## config.mk

```make
export PLATFORM = sky130hd
export DESIGN_NAME = fifo
export DESIGN_NICKNAME = d
export VERILOG_FILES = /design/src/rtl/fifo.sv
export SDC_FILE = /design/constraint.sdc
export NUM_CORES = 1
export LEC_CHECK = 0
export BUFFER_PORTS_ARGS = -buffer_cell sky130_fd_sc_hd__buf_2
export CAP_MARGIN = 20
export CORE_MARGIN = 8
export CORE_UTILIZATION = 40
export CTS_CLUSTER_SIZE = 8
export DETAILED_ROUTE_END_ITERATION = 6
export PLACE_DENSITY_LB_ADDON = 0.25
export SLEW_MARGIN = 15
export SYNTH_ARGS = -nofsm -noshare
export SYNTH_HDL_FRONTEND = slang
export SYNTH_SLANG_ARGS = --single-unit
```

## constraint.sdc

```tcl
create_clock -name clock -period 10.2 [get_ports clock]
set_clock_uncertainty 0.05 [all_clocks]
set_input_delay 1.53 -clock clock [delete_from_list [all_inputs] [get_ports clock]]
set_output_delay 1.53 -clock clock [all_outputs]
set_load 0.02 [all_outputs]
```

## src/rtl/fifo.sv

```systemverilog
`timescale 1ns/1ps
`default_nettype none

module fifo #(
    parameter int DATA_WIDTH = 32,
    parameter int FIFO_DEPTH = 16
) (
    input  logic                  clock,
    input  logic                  reset,
    input  logic                  wr_en,
    input  logic [DATA_WIDTH-1:0] din,
    output logic                  full,
    input  logic                  rd_en,
    output logic [DATA_WIDTH-1:0] dout,
    output logic                  empty
);

    localparam int ADDR_WIDTH = $clog2(FIFO_DEPTH);

    logic [DATA_WIDTH-1:0] mem [FIFO_DEPTH];

    // extra msb tells a wrapped writer from an equal position
    logic [ADDR_WIDTH:0] wr_ptr;
    logic [ADDR_WIDTH:0] rd_ptr;

    logic do_write;
    logic do_read;

    assign empty = (wr_ptr == rd_ptr);
    assign full  = (wr_ptr[ADDR_WIDTH] != rd_ptr[ADDR_WIDTH]) &&
                   (wr_ptr[ADDR_WIDTH-1:0] == rd_ptr[ADDR_WIDTH-1:0]);

    // writes while full and reads while empty are dropped
    assign do_write = wr_en && !full;
    assign do_read  = rd_en && !empty;

    // first word fall through, head is always on dout
    assign dout = mem[rd_ptr[ADDR_WIDTH-1:0]];

    always_ff @(posedge clock or posedge reset) begin
        if (reset) begin
            wr_ptr <= '0;
            rd_ptr <= '0;
        end else begin
            if (do_write) begin
                wr_ptr <= wr_ptr + 1'b1;
            end
            if (do_read) begin
                rd_ptr <= rd_ptr + 1'b1;
            end
        end
    end

    // storage array
    always_ff @(posedge clock) begin
        if (do_write) begin
            mem[wr_ptr[ADDR_WIDTH-1:0]] <= din;
        end
    end

endmodule

`default_nettype wire

```

# --- Yosys cells after proc, flatten, opt, wreduce, memory -nomap -nowiden ---
# Memory sizes are Yosys's and may differ from the RTL's.
# Cells that the tools add are included.
totals:
  reg_bits: 10
  mem_bits_rw: 512
  out_inout_bits: 34
  word_cells: 15
  mem_count: 1
memory_table:
  columns: ["name", "words", "word_bits", "read_ports", "rd_ports_with_merged_regs", "wr", "line", "source"]
  rows:
  - ["mem", 16, 32, 1, 0, 1, "20", "logic [DATA_WIDTH-1:0] mem [FIFO_DEPTH];"]
op_classes:
  add_sub_neg: 2
  n_eq_ne: 3
  muxes: 2
  n_reduce_logical: 5
ops:
  columns: ["cell", "count"]
  rows:
  - ["adder 5 x 1 -> 5 bit, second input constant", 2]
  - ["equality test 5 bit", 1]
  - ["equality test 4 bit", 1]
  - ["logical AND 1 bit", 3]
  - ["zero test 1 bit", 2]
  - ["two-way mux 1 bit", 2]
  - ["inequality test 1 bit", 1]

# --- Logic depth before layout (Yosys ltp) ---
depth:
  depth_word: 6
  depth_mapped: 7

# --- Least setup slack after synthesis ---
# No wires, ideal clock.
synth_timing:
  kind: "input-to-reg"
  startpoint: "in wr_en"
  endpoint: "mem mem[0][0], enable pin"
  setup_time_ps: 501
  arrival_time_ps: 4685
  required_time_ps: 9649
  slack_ps: 4963
  path_stages: 2
  cell_sequence: "nand2_1 > nor4_1"
synth_via:
  elab_chain_cells: 3
synth_rtl:
  columns: ["item", "line", "source"]
  rows:
  - ["start, declared", "10", "input logic wr_en,"]
  - ["logical AND 1 bit", "34", "assign do_write = wr_en && !full;"]
  - ["two-way mux 1 bit", "56", "if (do_write) begin"]
  - ["two-way mux 1 bit (implied by the code)", "57", "mem[wr_ptr[ADDR_WIDTH-1:0]] <= din;"]
  - ["end, declared", "20", null]
# No other way between the ends.

# --- Final worst setup path ---
layout_timing:
  startpoint: "reg rd_ptr[0]"
  endpoint: "out dout[20]"
layout_via:
  elab_chain_cells: 1
layout_rtl:
  columns: ["item", "line", "source"]
  rows:
  - ["start, declared", "24", "logic [ADDR_WIDTH:0] rd_ptr;"]
  - ["start signal, assigned", "49", "rd_ptr <= rd_ptr + 1'b1;"]
  - ["memory read (16 x 32 bit)", null, null]
  - ["end, declared", "14", "output logic [DATA_WIDTH-1:0] dout,"]
# No other way between the ends.

==> results_dict.tcl <==
set metrics [dict create \
    synth_top_family_by_area "multiplexers" \
    drcViolationCount 0 \
    grt_pass1_vias 9802 \
    max_freq_mhz 200 \
    pwr-share-comb 0.269 \
    relSlewSlack 0.289 \
    cts_tree "yes" \
    use_met3 0.0283 \
    synthTopCellsByArea "edfxtp_1, mux4_2, mux4_1, o22ai_1, dfrtp_1" \
    wl_um 41900 \
    status "completed" \
    synthArstFlopShare 0.0192 \
    drive_above_1_share 0.306 \
    drtPass1Iterations 5 \
    cts_setup_buffers 0 \
    pwr_density_cell_nw_per_um2 292 \
    pre_cts_ws_ns 5.72 \
    synth_ff_type "edfxtp_1" \
    switching_power_w 0.00204 \
    cp.buffers_inverters 2 \
    synth_most_common_cell "edfxtp_1" \
    r2r_cells 5 \
    synth_top_cell_area_share 0.770 \
    yosys-top-cells-count "edfxtp_1, mux4_2, o22ai_1, nor2_1, mux4_1" \
    die_w_um 239 \
    cp.arrival_ns 3.42 \
    numCtsBuffers 75 \
    final.setup.worst_slack_ns 5.20 \
    critPathTopFamily "buffers and inverters" \
    placedCellCount 1580 \
    use_met2 0.240 \
    cap_viol_max_count 0 \
    p_int_w 0.00470 \
    use_met1 0.204 \
    core_area_um2 49800 \
    hold_violations 0 \
    rsz0062_at_grt "false" \
    cp_max_fo 38 \
    ctsHoldBuffers 0 \
    num_vias 9121 \
    clk_pin_slew_ns 0.05 \
    crit_chain "buf_4, mux4_2, o22ai_1, nor2_1, buf_2" \
    synth_xor_area_frac 0.00526 \
    clockRootBuffer "clkbuf_16" \
    grt_overflow_total 0 \
    synth-simple-area-share 0.0154 \
    vias_per_cell 5.46 \
    syn_avg_cell_area_um2 23.1 \
    criticalPathCategory "reg2out" \
    crit_cells 5 \
    io_buffers 69 \
    min_path_cells 2 \
    seqPwrFrac 0.408 \
    die_h_um 239 \
    fin_crit_sh 0.490 \
    rows 82 \
    swShare 0.302 \
    cp_slowest_cell "dfrtp_4" \
    nFillCells 4069 \
    synth_compound_area_frac 0.0232 \
    reg2reg_from "rd_ptr[0]" \
    clkPwrFrac 0.323 \
    post_cts_resized 0 \
    area_growth_pct 15.7 \
    ant_nets 0 \
    synth-edff-count 512 \
    cp_data_required_time_ns 8.62 \
    seq_area_frac_synth 0.783 \
    synth.mux.area_fraction 0.151 \
    finalSetupViolCount 0 \
    end_kind "output port" \
    grt_pass1_wl_um 63300 \
    grt_max_degree 63 \
    drv_slew 0 \
    track_usage 0.149 \
    synthAdderAreaFrac 0.00313 \
    crit_path_start_kind "flip-flop" \
    grt.busiest_layer "met2" \
    syn_inst 864 \
    hold_class "reg2reg" \
    dieArea_um2 57300 \
    period_needed_ns 5.00 \
    synth_cell_type_count 30 \
    drt-initial-drc-count 723 \
    cp_slowest_stage_delay_ns 0.83 \
    synth_area_um2 20000 \
    yosysWarnings 0 \
    post-dp-hpwl_um 21500 \
    place_congestion 0.683 \
    startpoint "rd_ptr[0]" \
    tightest_slew_ns 1.07 \
    synth_top_area_cell "edfxtp_1" \
    insertion_delay_ns 0.57 \
    nets 1026 \
    ir_drop_mv 0.186 \
    finalNonFillerCells 1669 \
    start_util 0.401 \
    setup_tns_ns 0 \
    h-tree-depth 3 \
    num_antenna_cells 0 \
    cellLeakagePower_nw 7.37 \
    antenna_found_initial 0 \
    numClockSinks 522 \
    ctsLongestPathBuffers 3 \
    avgRoutedWirePerCell_um 25.1 \
    min-delay-start "wr_ptr[4]" \
    num_io_pins 70 \
    syn-num-nets 905 \
    ys_seq_elements 522 \
]
==> cell families after synthesis <==
kind of cell | count (synthesis)
fa+ha+maj | 5
flops | 522
buf+inv | 53
mux | 131
simple gates | 69
compound gates | 72
xor+xnor | 12
==> cell type report <==
| class | instances | area [um2] | share of cell area |
|---|---|---|---|
| flip-flops and latches | 522 | 15600 | 0.677 |
| clock buffers | 84 | 1970 | 0.0855 |
| well taps | 672 | 841 | 0.0364 |
| repair buffers | 93 | 526 | 0.0227 |
| inverters | 4 | 15.0 | 0.000650 |
| multi-input cells | 289 | 4050 | 0.175 |
| clock inverters | 5 | 61.3 | 0.00265 |
==> power by group through the flow <==
stage	logic [W]	clock network [W]	registers (W)
after floorplan	0.00144	0	0.00268
final	0.00181	0.00218	0.00275
after CTS	0.00187	0.00223	0.00276
after global routing	0.00197	0.00231	0.00278
after global placement	0.00187	0	0.00279
after detailed placement	0.00187	0	0.00280
==> per-stage QoR <==
step / power (W) / cell area (um2) / hold WS [ns] / util
finish: 0.00674 / 23100 / 0.542 / 0.464
global route: 0.00706 / 23100 / 0.605 / 0.464
CTS: 0.00686 / 23100 / 0.551 / 0.464
detailed placement: 0.00467 / 21100 / 0.539 / 0.423
global placement: 0.00466 / 21100 / 0.522 / 0.423
floorplan: 0.00412 / 20000 / 0.493 / -
==> placed cells by master, fill, tap and decap left out, types with 2 or more instances in the layout <==
master / n
clkbuf_16: 78
dfrtp_1: 7
inv_6: 2
nor2_4: 3
o211ai_1: 3
inv_1: 4
ha_1: 5
nand2b_1: 2
buf_4: 24
dfrtp_4: 3
o21ai_1: 2
xnor2_1: 11
mux4_2: 103
nor4_2: 3
edfxtp_1: 512
o22ai_1: 64
clkbuf_1: 6
mux2_1: 3
nor2_1: 34
nand4_1: 3
and3_1: 2
nand2_1: 7
mux4_1: 25
nor3_2: 10
nand2b_2: 2
buf_2: 69
==> per-layer routing <==
layer	vias to the layer above	wire length [um]
met5	-	0
met4	0	777
met3	64	1930
met2	233	20300
met1	4909	18800
li1	3915	-
==> path summary, 6_finish.rpt <==
| kind | to | slack, ns |
|---|---|---|
| worst min register to register | wr_ptr[4] | 0.54 |
| worst min-delay path | wr_ptr[4] | 0.54 |
| worst max register to register | mem[15][19] | 7.02 |
| min in group asynchronous | wr_ptr[0] | 0.90 |
| worst max-delay path | dout[20] | 5.20 |
| max in group asynchronous | rd_ptr[1] | 8.87 |
==> worst min-delay path: stages, from the launching register on <==
cell	delay (ns)
dfrtp_1	0.42
nand2_1	0.07
o21ai_1	0.07
==> registers in the layout (all words and copies together) (netlist names) <==
name	flops
mem	512
rd_ptr	5
wr_ptr	5
Note: power is estimated with default switching activity, not from simulation.
