## src/rtl/vec_pkg.sv

```systemverilog
`default_nettype none

package vec_pkg;

    // operation selector, 2 bits leaves room for more ops
    typedef enum logic [1:0] {
        OP_DOT   = 2'd0,
        OP_CROSS = 2'd1
    } vec_op_t;

    // signed fixed point scalar, Q16.16 by default
    typedef logic signed [31:0] fixed_t;

    typedef struct packed {
        fixed_t x;
        fixed_t y;
        fixed_t z;
    } vec3_t;

    // one queued command, 194 bits
    typedef struct packed {
        vec_op_t op;
        vec3_t   a;
        vec3_t   b;
    } vec_cmd_t;

    // dot results live in value.x, y and z stay zero
    typedef struct packed {
        vec_op_t op;
        vec3_t   value;
    } vec_result_t;

    // control fsm states
    typedef enum logic {
        ST_IDLE  = 1'b0,
        ST_WRITE = 1'b1
    } ctrl_state_t;

endpackage

`default_nettype wire

```

## src/rtl/vec_control.sv

```systemverilog
`timescale 1ns/1ps
`default_nettype none

module vec_control (
    input  logic                 clock,
    input  logic                 reset,
    input  vec_pkg::vec_op_t     cmd_op,
    input  logic                 cmd_empty,
    output logic                 cmd_rd_en,
    input  vec_pkg::fixed_t      dot_value,
    input  vec_pkg::vec3_t       cross_value,
    output vec_pkg::vec_result_t result,
    input  logic                 res_full,
    output logic                 res_wr_en
);

    vec_pkg::ctrl_state_t state;
    vec_pkg::ctrl_state_t next_state;

    vec_pkg::vec_result_t result_next;

    // pick the datapath output that matches the head opcode
    always_comb begin
        result_next.op = cmd_op;
        case (cmd_op)
            vec_pkg::OP_DOT: begin
                result_next.value.x = dot_value;
                result_next.value.y = '0;
                result_next.value.z = '0;
            end
            vec_pkg::OP_CROSS: begin
                result_next.value = cross_value;
            end
            default: begin
                // unknown op still gets consumed, value is zero
                result_next.value = '0;
            end
        endcase
    end

    // fsm next state and strobes
    always_comb begin
        next_state = state;
        cmd_rd_en  = 1'b0;
        res_wr_en  = 1'b0;

        case (state)
            vec_pkg::ST_IDLE: begin
                if (!cmd_empty) begin
                    cmd_rd_en  = 1'b1;
                    next_state = vec_pkg::ST_WRITE;
                end
            end
            vec_pkg::ST_WRITE: begin
                // hold here while output fifo is full
                if (!res_full) begin
                    res_wr_en  = 1'b1;
                    next_state = vec_pkg::ST_IDLE;
                end
            end
            default: begin
                next_state = vec_pkg::ST_IDLE;
            end
        endcase
    end

    always_ff @(posedge clock or posedge reset) begin
        if (reset) begin
            state  <= vec_pkg::ST_IDLE;
            result <= '0;
        end else begin
            state <= next_state;
            // capture on the pop, head is gone next cycle
            if (cmd_rd_en) begin
                result <= result_next;
            end
        end
    end

endmodule

`default_nettype wire

```

## config.mk

```make
export PLATFORM = sky130hd
export DESIGN_NAME = vec_control
export DESIGN_NICKNAME = d
export VERILOG_FILES = /design/src/rtl/vec_pkg.sv /design/src/rtl/vec_control.sv
export SDC_FILE = /design/constraint.sdc
export NUM_CORES = 1
export LEC_CHECK = 0
export BUFFER_PORTS_ARGS = -buffer_cell sky130_fd_sc_hd__buf_2
export CORE_MARGIN = 10
export CORE_UTILIZATION = 44
export CTS_CLUSTER_SIZE = 20
export DETAILED_ROUTE_END_ITERATION = 12
export PLACE_DENSITY_LB_ADDON = 0.2
export SKIP_CTS_REPAIR_TIMING = 1
export SLEW_MARGIN = 15
export SYNTH_ARGS = -nofsm -noshare
export SYNTH_HDL_FRONTEND = slang
export SYNTH_SLANG_ARGS = --single-unit
export TNS_END_PERCENT = 20
```

## constraint.sdc

```tcl
create_clock -name clock -period 4 [get_ports clock]
set_input_delay 0.8 -clock clock [delete_from_list [all_inputs] [get_ports clock]]
set_output_delay 0.8 -clock clock [all_outputs]
set_load 0.05 [all_outputs]
```

# Word level (Yosys, flattened, before mapping)
# Index checks and enable logic that the tools add are counted.
# totals
reg_bits	99
inputBits	134
out_inout_bits	100
word_cells	15
# classes
eq_ne	1
n_mux	7
bitwise_logic	1
n_reduce_logical	1
# op_table
operator	count
96-bit case mux with 2 select lines	1
1-bit 2-to-1 mux	5
2-bit by 1-bit equality test with 1-bit output (second input constant)	1
2-bit logical NOT	1
1-bit case mux with 2 select lines	1
1-bit inverter	1

# Logic depth before layout (Yosys ltp)
# logic_depth
ltp_word	2
depth_mapped	5
depth_no_buf	2

# Least setup slack after synthesis
# OpenSTA, ideal clock, no wires.
# synth_path
kind	input-to-output
start	input cmd_empty
end	output cmd_rd_en
arrival_ps	1749
required_ps	3200
slack_ps	1451
cell_stages	5
path_buffers	3
path_cell_list	or2_1 -> buf_2 -> buf_6 -> buf_6 -> inv_1
# synth_via
elab_chain_cells	2
# synth_lines
item	line	text
start: declaration	vec_control.sv:8	input logic cmd_empty,
1-bit 2-to-1 mux	vec_control.sv:49	if (!cmd_empty) begin
1-bit 2-to-1 mux	vec_control.sv:47	case (state)
end: declaration	vec_control.sv:9	output logic cmd_rd_en,
# Every way passes these cells.

# Worst setup path in the final report
# Same ends and word-level chain as after synthesis.

==> metrics.txt <==
# TYPE chip_impl_metric gauge
chip_impl_metric{name="timing.critical_path.arrival",unit="ns"} 1.74
chip_impl_metric{name="synthesis.area",unit="sq um"} 3980
chip_impl_metric{name="quantity_of_i_o_buffers_inserted_on_ports",unit=""} 233
chip_impl_metric{name="n_antenna_cell",unit=""} 0
chip_impl_metric{name="layout-drive-gt1-share",unit="%"} 54.9
chip_impl_metric{name="place_hpwl",unit="mm"} 8.90
chip_impl_metric{name="fill_cell_count",unit=""} 741
chip_impl_metric{name="layoutNonFillerInstCount",unit=""} 600
chip_impl_metric{name="die_area",unit="sq um"} 13300
chip_impl_metric{name="synthXorXnorAreaFrac",unit="%"} 0
chip_impl_metric{name="route.detailed.drc",unit=""} 0
chip_impl_metric{name="syn_avg_cell_area",unit="sq um"} 15.1
chip_impl_metric{name="timing.critical_path.required",unit="ns"} 3.20
chip_impl_info{name="min-delay-path-class",value="flip-flop to flip-flop"} 1
chip_impl_metric{name="drt.antenna.violating_nets",unit=""} 0
chip_impl_metric{name="numClockSinks",unit=""} 99
chip_impl_metric{name="synthesis.nets",unit=""} 397
chip_impl_metric{name="timing_max_transition_violations_final",unit=""} 0
chip_impl_metric{name="place_congestion",unit=""} 0.725
chip_impl_metric{name="leakage_power",unit="nW"} 3.00
chip_impl_metric{name="clock.fmax",unit="MHz"} 394
chip_impl_info{name="criticalPathCategory",value="input port to output port"} 1
chip_impl_metric{name="final_cell_area",unit="sq um"} 5330
chip_impl_metric{name="synth.ff_latch_count",unit=""} 99
chip_impl_info{name="cts-root-buf",value="clkbuf_8"} 1
chip_impl_metric{name="synth-adder-area-share",unit="%"} 0
chip_impl_info{name="synth_top_family_by_area",value="compound AO/OA/AOI/OAI gates"} 1
chip_impl_metric{name="die_x",unit="um"} 115
chip_impl_metric{name="worst_hold_slack",unit="ns"} 0.487
chip_impl_metric{name="routed_wire_length_per_instance",unit="um"} 19.3
chip_impl_metric{name="final_wirelength",unit="mm"} 11.6
chip_impl_metric{name="timing.clock.skew",unit="ns"} 0.0208
chip_impl_metric{name="distinct_cell_type_count_of_the_synthesized_netlist",unit=""} 16
chip_impl_metric{name="count_of_endpoints_failing_hold_in_the_final_timing_report",unit=""} 0
chip_impl_metric{name="worst_case_clock_buffer_depth",unit=""} 2
chip_impl_metric{name="start_util",unit="%"} 45.4
chip_impl_metric{name="finalCriticalPeriod",unit="ns"} 2.54
chip_impl_metric{name="synthCells",unit=""} 263
chip_impl_metric{name="transition_at_the_pin_with_the_smallest_max_transition_slack",unit="ns"} 0.707
chip_impl_metric{name="postPlaceCellArea",unit="sq um"} 5130
chip_impl_metric{name="max_fo_critical_path",unit=""} 43
chip_impl_metric{name="synth.yosys.seq_area_share",unit="%"} 62.2
chip_impl_metric{name="syn_to_final_growth",unit="%"} 33.8
chip_impl_metric{name="clock_buffers_created_by_tritoncts",unit=""} 9
chip_impl_metric{name="h-tree-depth",unit=""} 3
chip_impl_metric{name="grt_pass1_wl",unit="mm"} 17.8
chip_impl_metric{name="ioPinCount",unit=""} 234
chip_impl_metric{name="max_cap_violations",unit=""} 0
chip_impl_info{name="status",value="finished clean"} 1
chip_impl_metric{name="count_of_tritonroute_iterations_in_the_first_routing_pass",unit=""} 4
chip_impl_metric{name="grt_pass1_vias",unit=""} 3363
chip_impl_metric{name="synth.area.mux_share",unit="%"} 8.61
chip_impl_metric{name="placed_cells_incl_taps",unit=""} 584
chip_impl_metric{name="dr.first_iter.drc_count",unit=""} 149
chip_impl_metric{name="synth_compound_gate_area_share",unit="%"} 22.7
chip_impl_info{name="grt_setup_unrepaired",value="false"} 1
chip_impl_metric{name="core_area",unit="sq um"} 8760
chip_impl_metric{name="grt_antenna_before_repair",unit=""} 0
chip_impl_metric{name="timing.setup.tns",unit="ns"} 0
chip_impl_info{name="tritoncts",value="built"} 1
chip_impl_metric{name="overall_routing_resource_usage",unit="%"} 16.5
chip_impl_metric{name="finalSetupViolCount",unit=""} 0
chip_impl_metric{name="global_route.overflow_total",unit=""} 0
chip_impl_metric{name="chipHeight",unit="um"} 115
chip_impl_metric{name="share_of_the_clock_period_used_by_the_worst_path",unit="%"} 63.5
chip_impl_metric{name="vdd.ir_drop.worst",unit="uV"} 291
chip_impl_metric{name="largest_net_degree_at_the_start_of_global_routing",unit=""} 65
chip_impl_metric{name="via_per_inst",unit=""} 5.12
chip_impl_metric{name="yosysWarnings",unit=""} 0
chip_impl_metric{name="clk_latency",unit="ns"} 0.35
chip_impl_metric{name="slew_headroom",unit="%"} 52.8
chip_impl_metric{name="overall_power_consumption",unit="W"} 0.00272
chip_impl_metric{name="powerDensity",unit="nW/um^2"} 511
chip_impl_metric{name="synth_simple_gate_area_share",unit="%"} 1.04
chip_impl_info{name="crit_path_start_kind",value="input port"} 1
chip_impl_metric{name="detailroute.via_count",unit=""} 3069
chip_impl_metric{name="final_net_count",unit=""} 621
chip_impl_info{name="setup.worst_path.end_class",value="output port"} 1
chip_impl_metric{name="placementRows",unit=""} 34
chip_impl_metric{name="clkTransAtPathRegs",unit="ns"} 0.08
[area by class of cell]
class / count / area (sq um) / share of cell area (%)
Sequential cell: 99 / 2480 / 46.5
Multi-Input combinational cell: 136 / 1300 / 24.4
Clock inverter: 6 / 55.1 / 1.03
Clock buffer: 10 / 138 / 2.58
Timing Repair Buffer: 239 / 1210 / 22.7
Inverter: 2 / 10.0 / 0.188
Tap cell: 108 / 135 / 2.54
[critical path, stage by stage]
cell	delay, ns
buf_2	0.12
or2_4	0.43
inv_1	0.11
buf_2	0.27
[through the flow]
step	worst slack [ns]	util (%)
after floorplan	0.610	-
after global routing	1.38	60.8
final	1.46	60.8
after CTS	1.45	60.8
after detailed placement	1.45	58.6
after global placement	1.46	58.6
[logic make-up (layout without fill, tap and decap cells)]
group,Yosys count,after routing
AOI/OAI and AO/OA,96,96
buffers and inverters,28,257
and+or+nand+nor,6,6
muxes,34,34
DFF,99,99
[synth_stat cells]
library cell / number / share of area (%)
dfrtp_1: 99 / 62
a22o_1: 64 / 14
mux2i_1: 32 / 8.0
o2bb2ai_1: 22 / 4.8
buf_6: 12 / 3.4
buf_2: 11 / 1.4
o2bb2ai_2: 10 / 3.8
buf_4: 2 / 0.38
inv_1: 2 / 0.19
mux2_2: 2 / 0.57
nand2_1: 2 / 0.19
buf_1: 1 / 0.094
nor2b_1: 1 / 0.16
nor4b_2: 1 / 0.38
or2_1: 1 / 0.16
or3_1: 1 / 0.16
[flip-flops by register name, indices dropped and copies added (netlist names)]
| signal | count |
|---|---|
| result | 98 |
| state | 1 |
[path summary, 6_finish.rpt]
path,from,end,slack (ns),depth (start not counted)
max,cmd_empty,cmd_rd_en,1.46,4
max reg2reg,state$_DFF_PP0_,result[41]$_DFFE_PP0P_,2.08,3
max in group asynchronous,reset,result[93]$_DFFE_PP0P_,2.67,3
min in group asynchronous,reset,result[62]$_DFFE_PP0P_,0.57,2
min reg2reg,result[94]$_DFFE_PP0P_,result[94]$_DFFE_PP0P_,0.49,1
min,result[94]$_DFFE_PP0P_,result[94]$_DFFE_PP0P_,0.49,1
[report_power, final]
part / total (W) / switching (W) / internal, W / leakage [nW]
clock: 0.000606 / 0.000350 / 0.000256 / 0.0994
sequential: 0.00120 / 0.0000715 / 0.00113 / 1.32
combinational: 0.000916 / 0.000665 / 0.000250 / 1.58
total: 0.00272 / 0.00109 / 0.00163 / 3.00
[routing by layer]
layer / global-route usage, % / wire length (um)
met1: 19.8 / 4670
met2: 25.3 / 5200
met3: 9.11 / 1560
met4: 4.54 / 128
met5: 0 / 0
[layout by cell type, fill, tap and decap left out]
master and instances:
or2_4 1, o2bb2ai_2 10, clkbuf_8 10, a22o_1 64, o2bb2ai_1 22, inv_4 1
inv_1 1, nor4b_4 1, or3_1 1, buf_2 233, dfrtp_1 99, clkinv_4 3
inv_8 1, nor2b_1 1, inv_6 2, buf_4 6, mux2_2 2, mux2i_1 32
nand2_1 2
(Power assumes the default switching activity.)
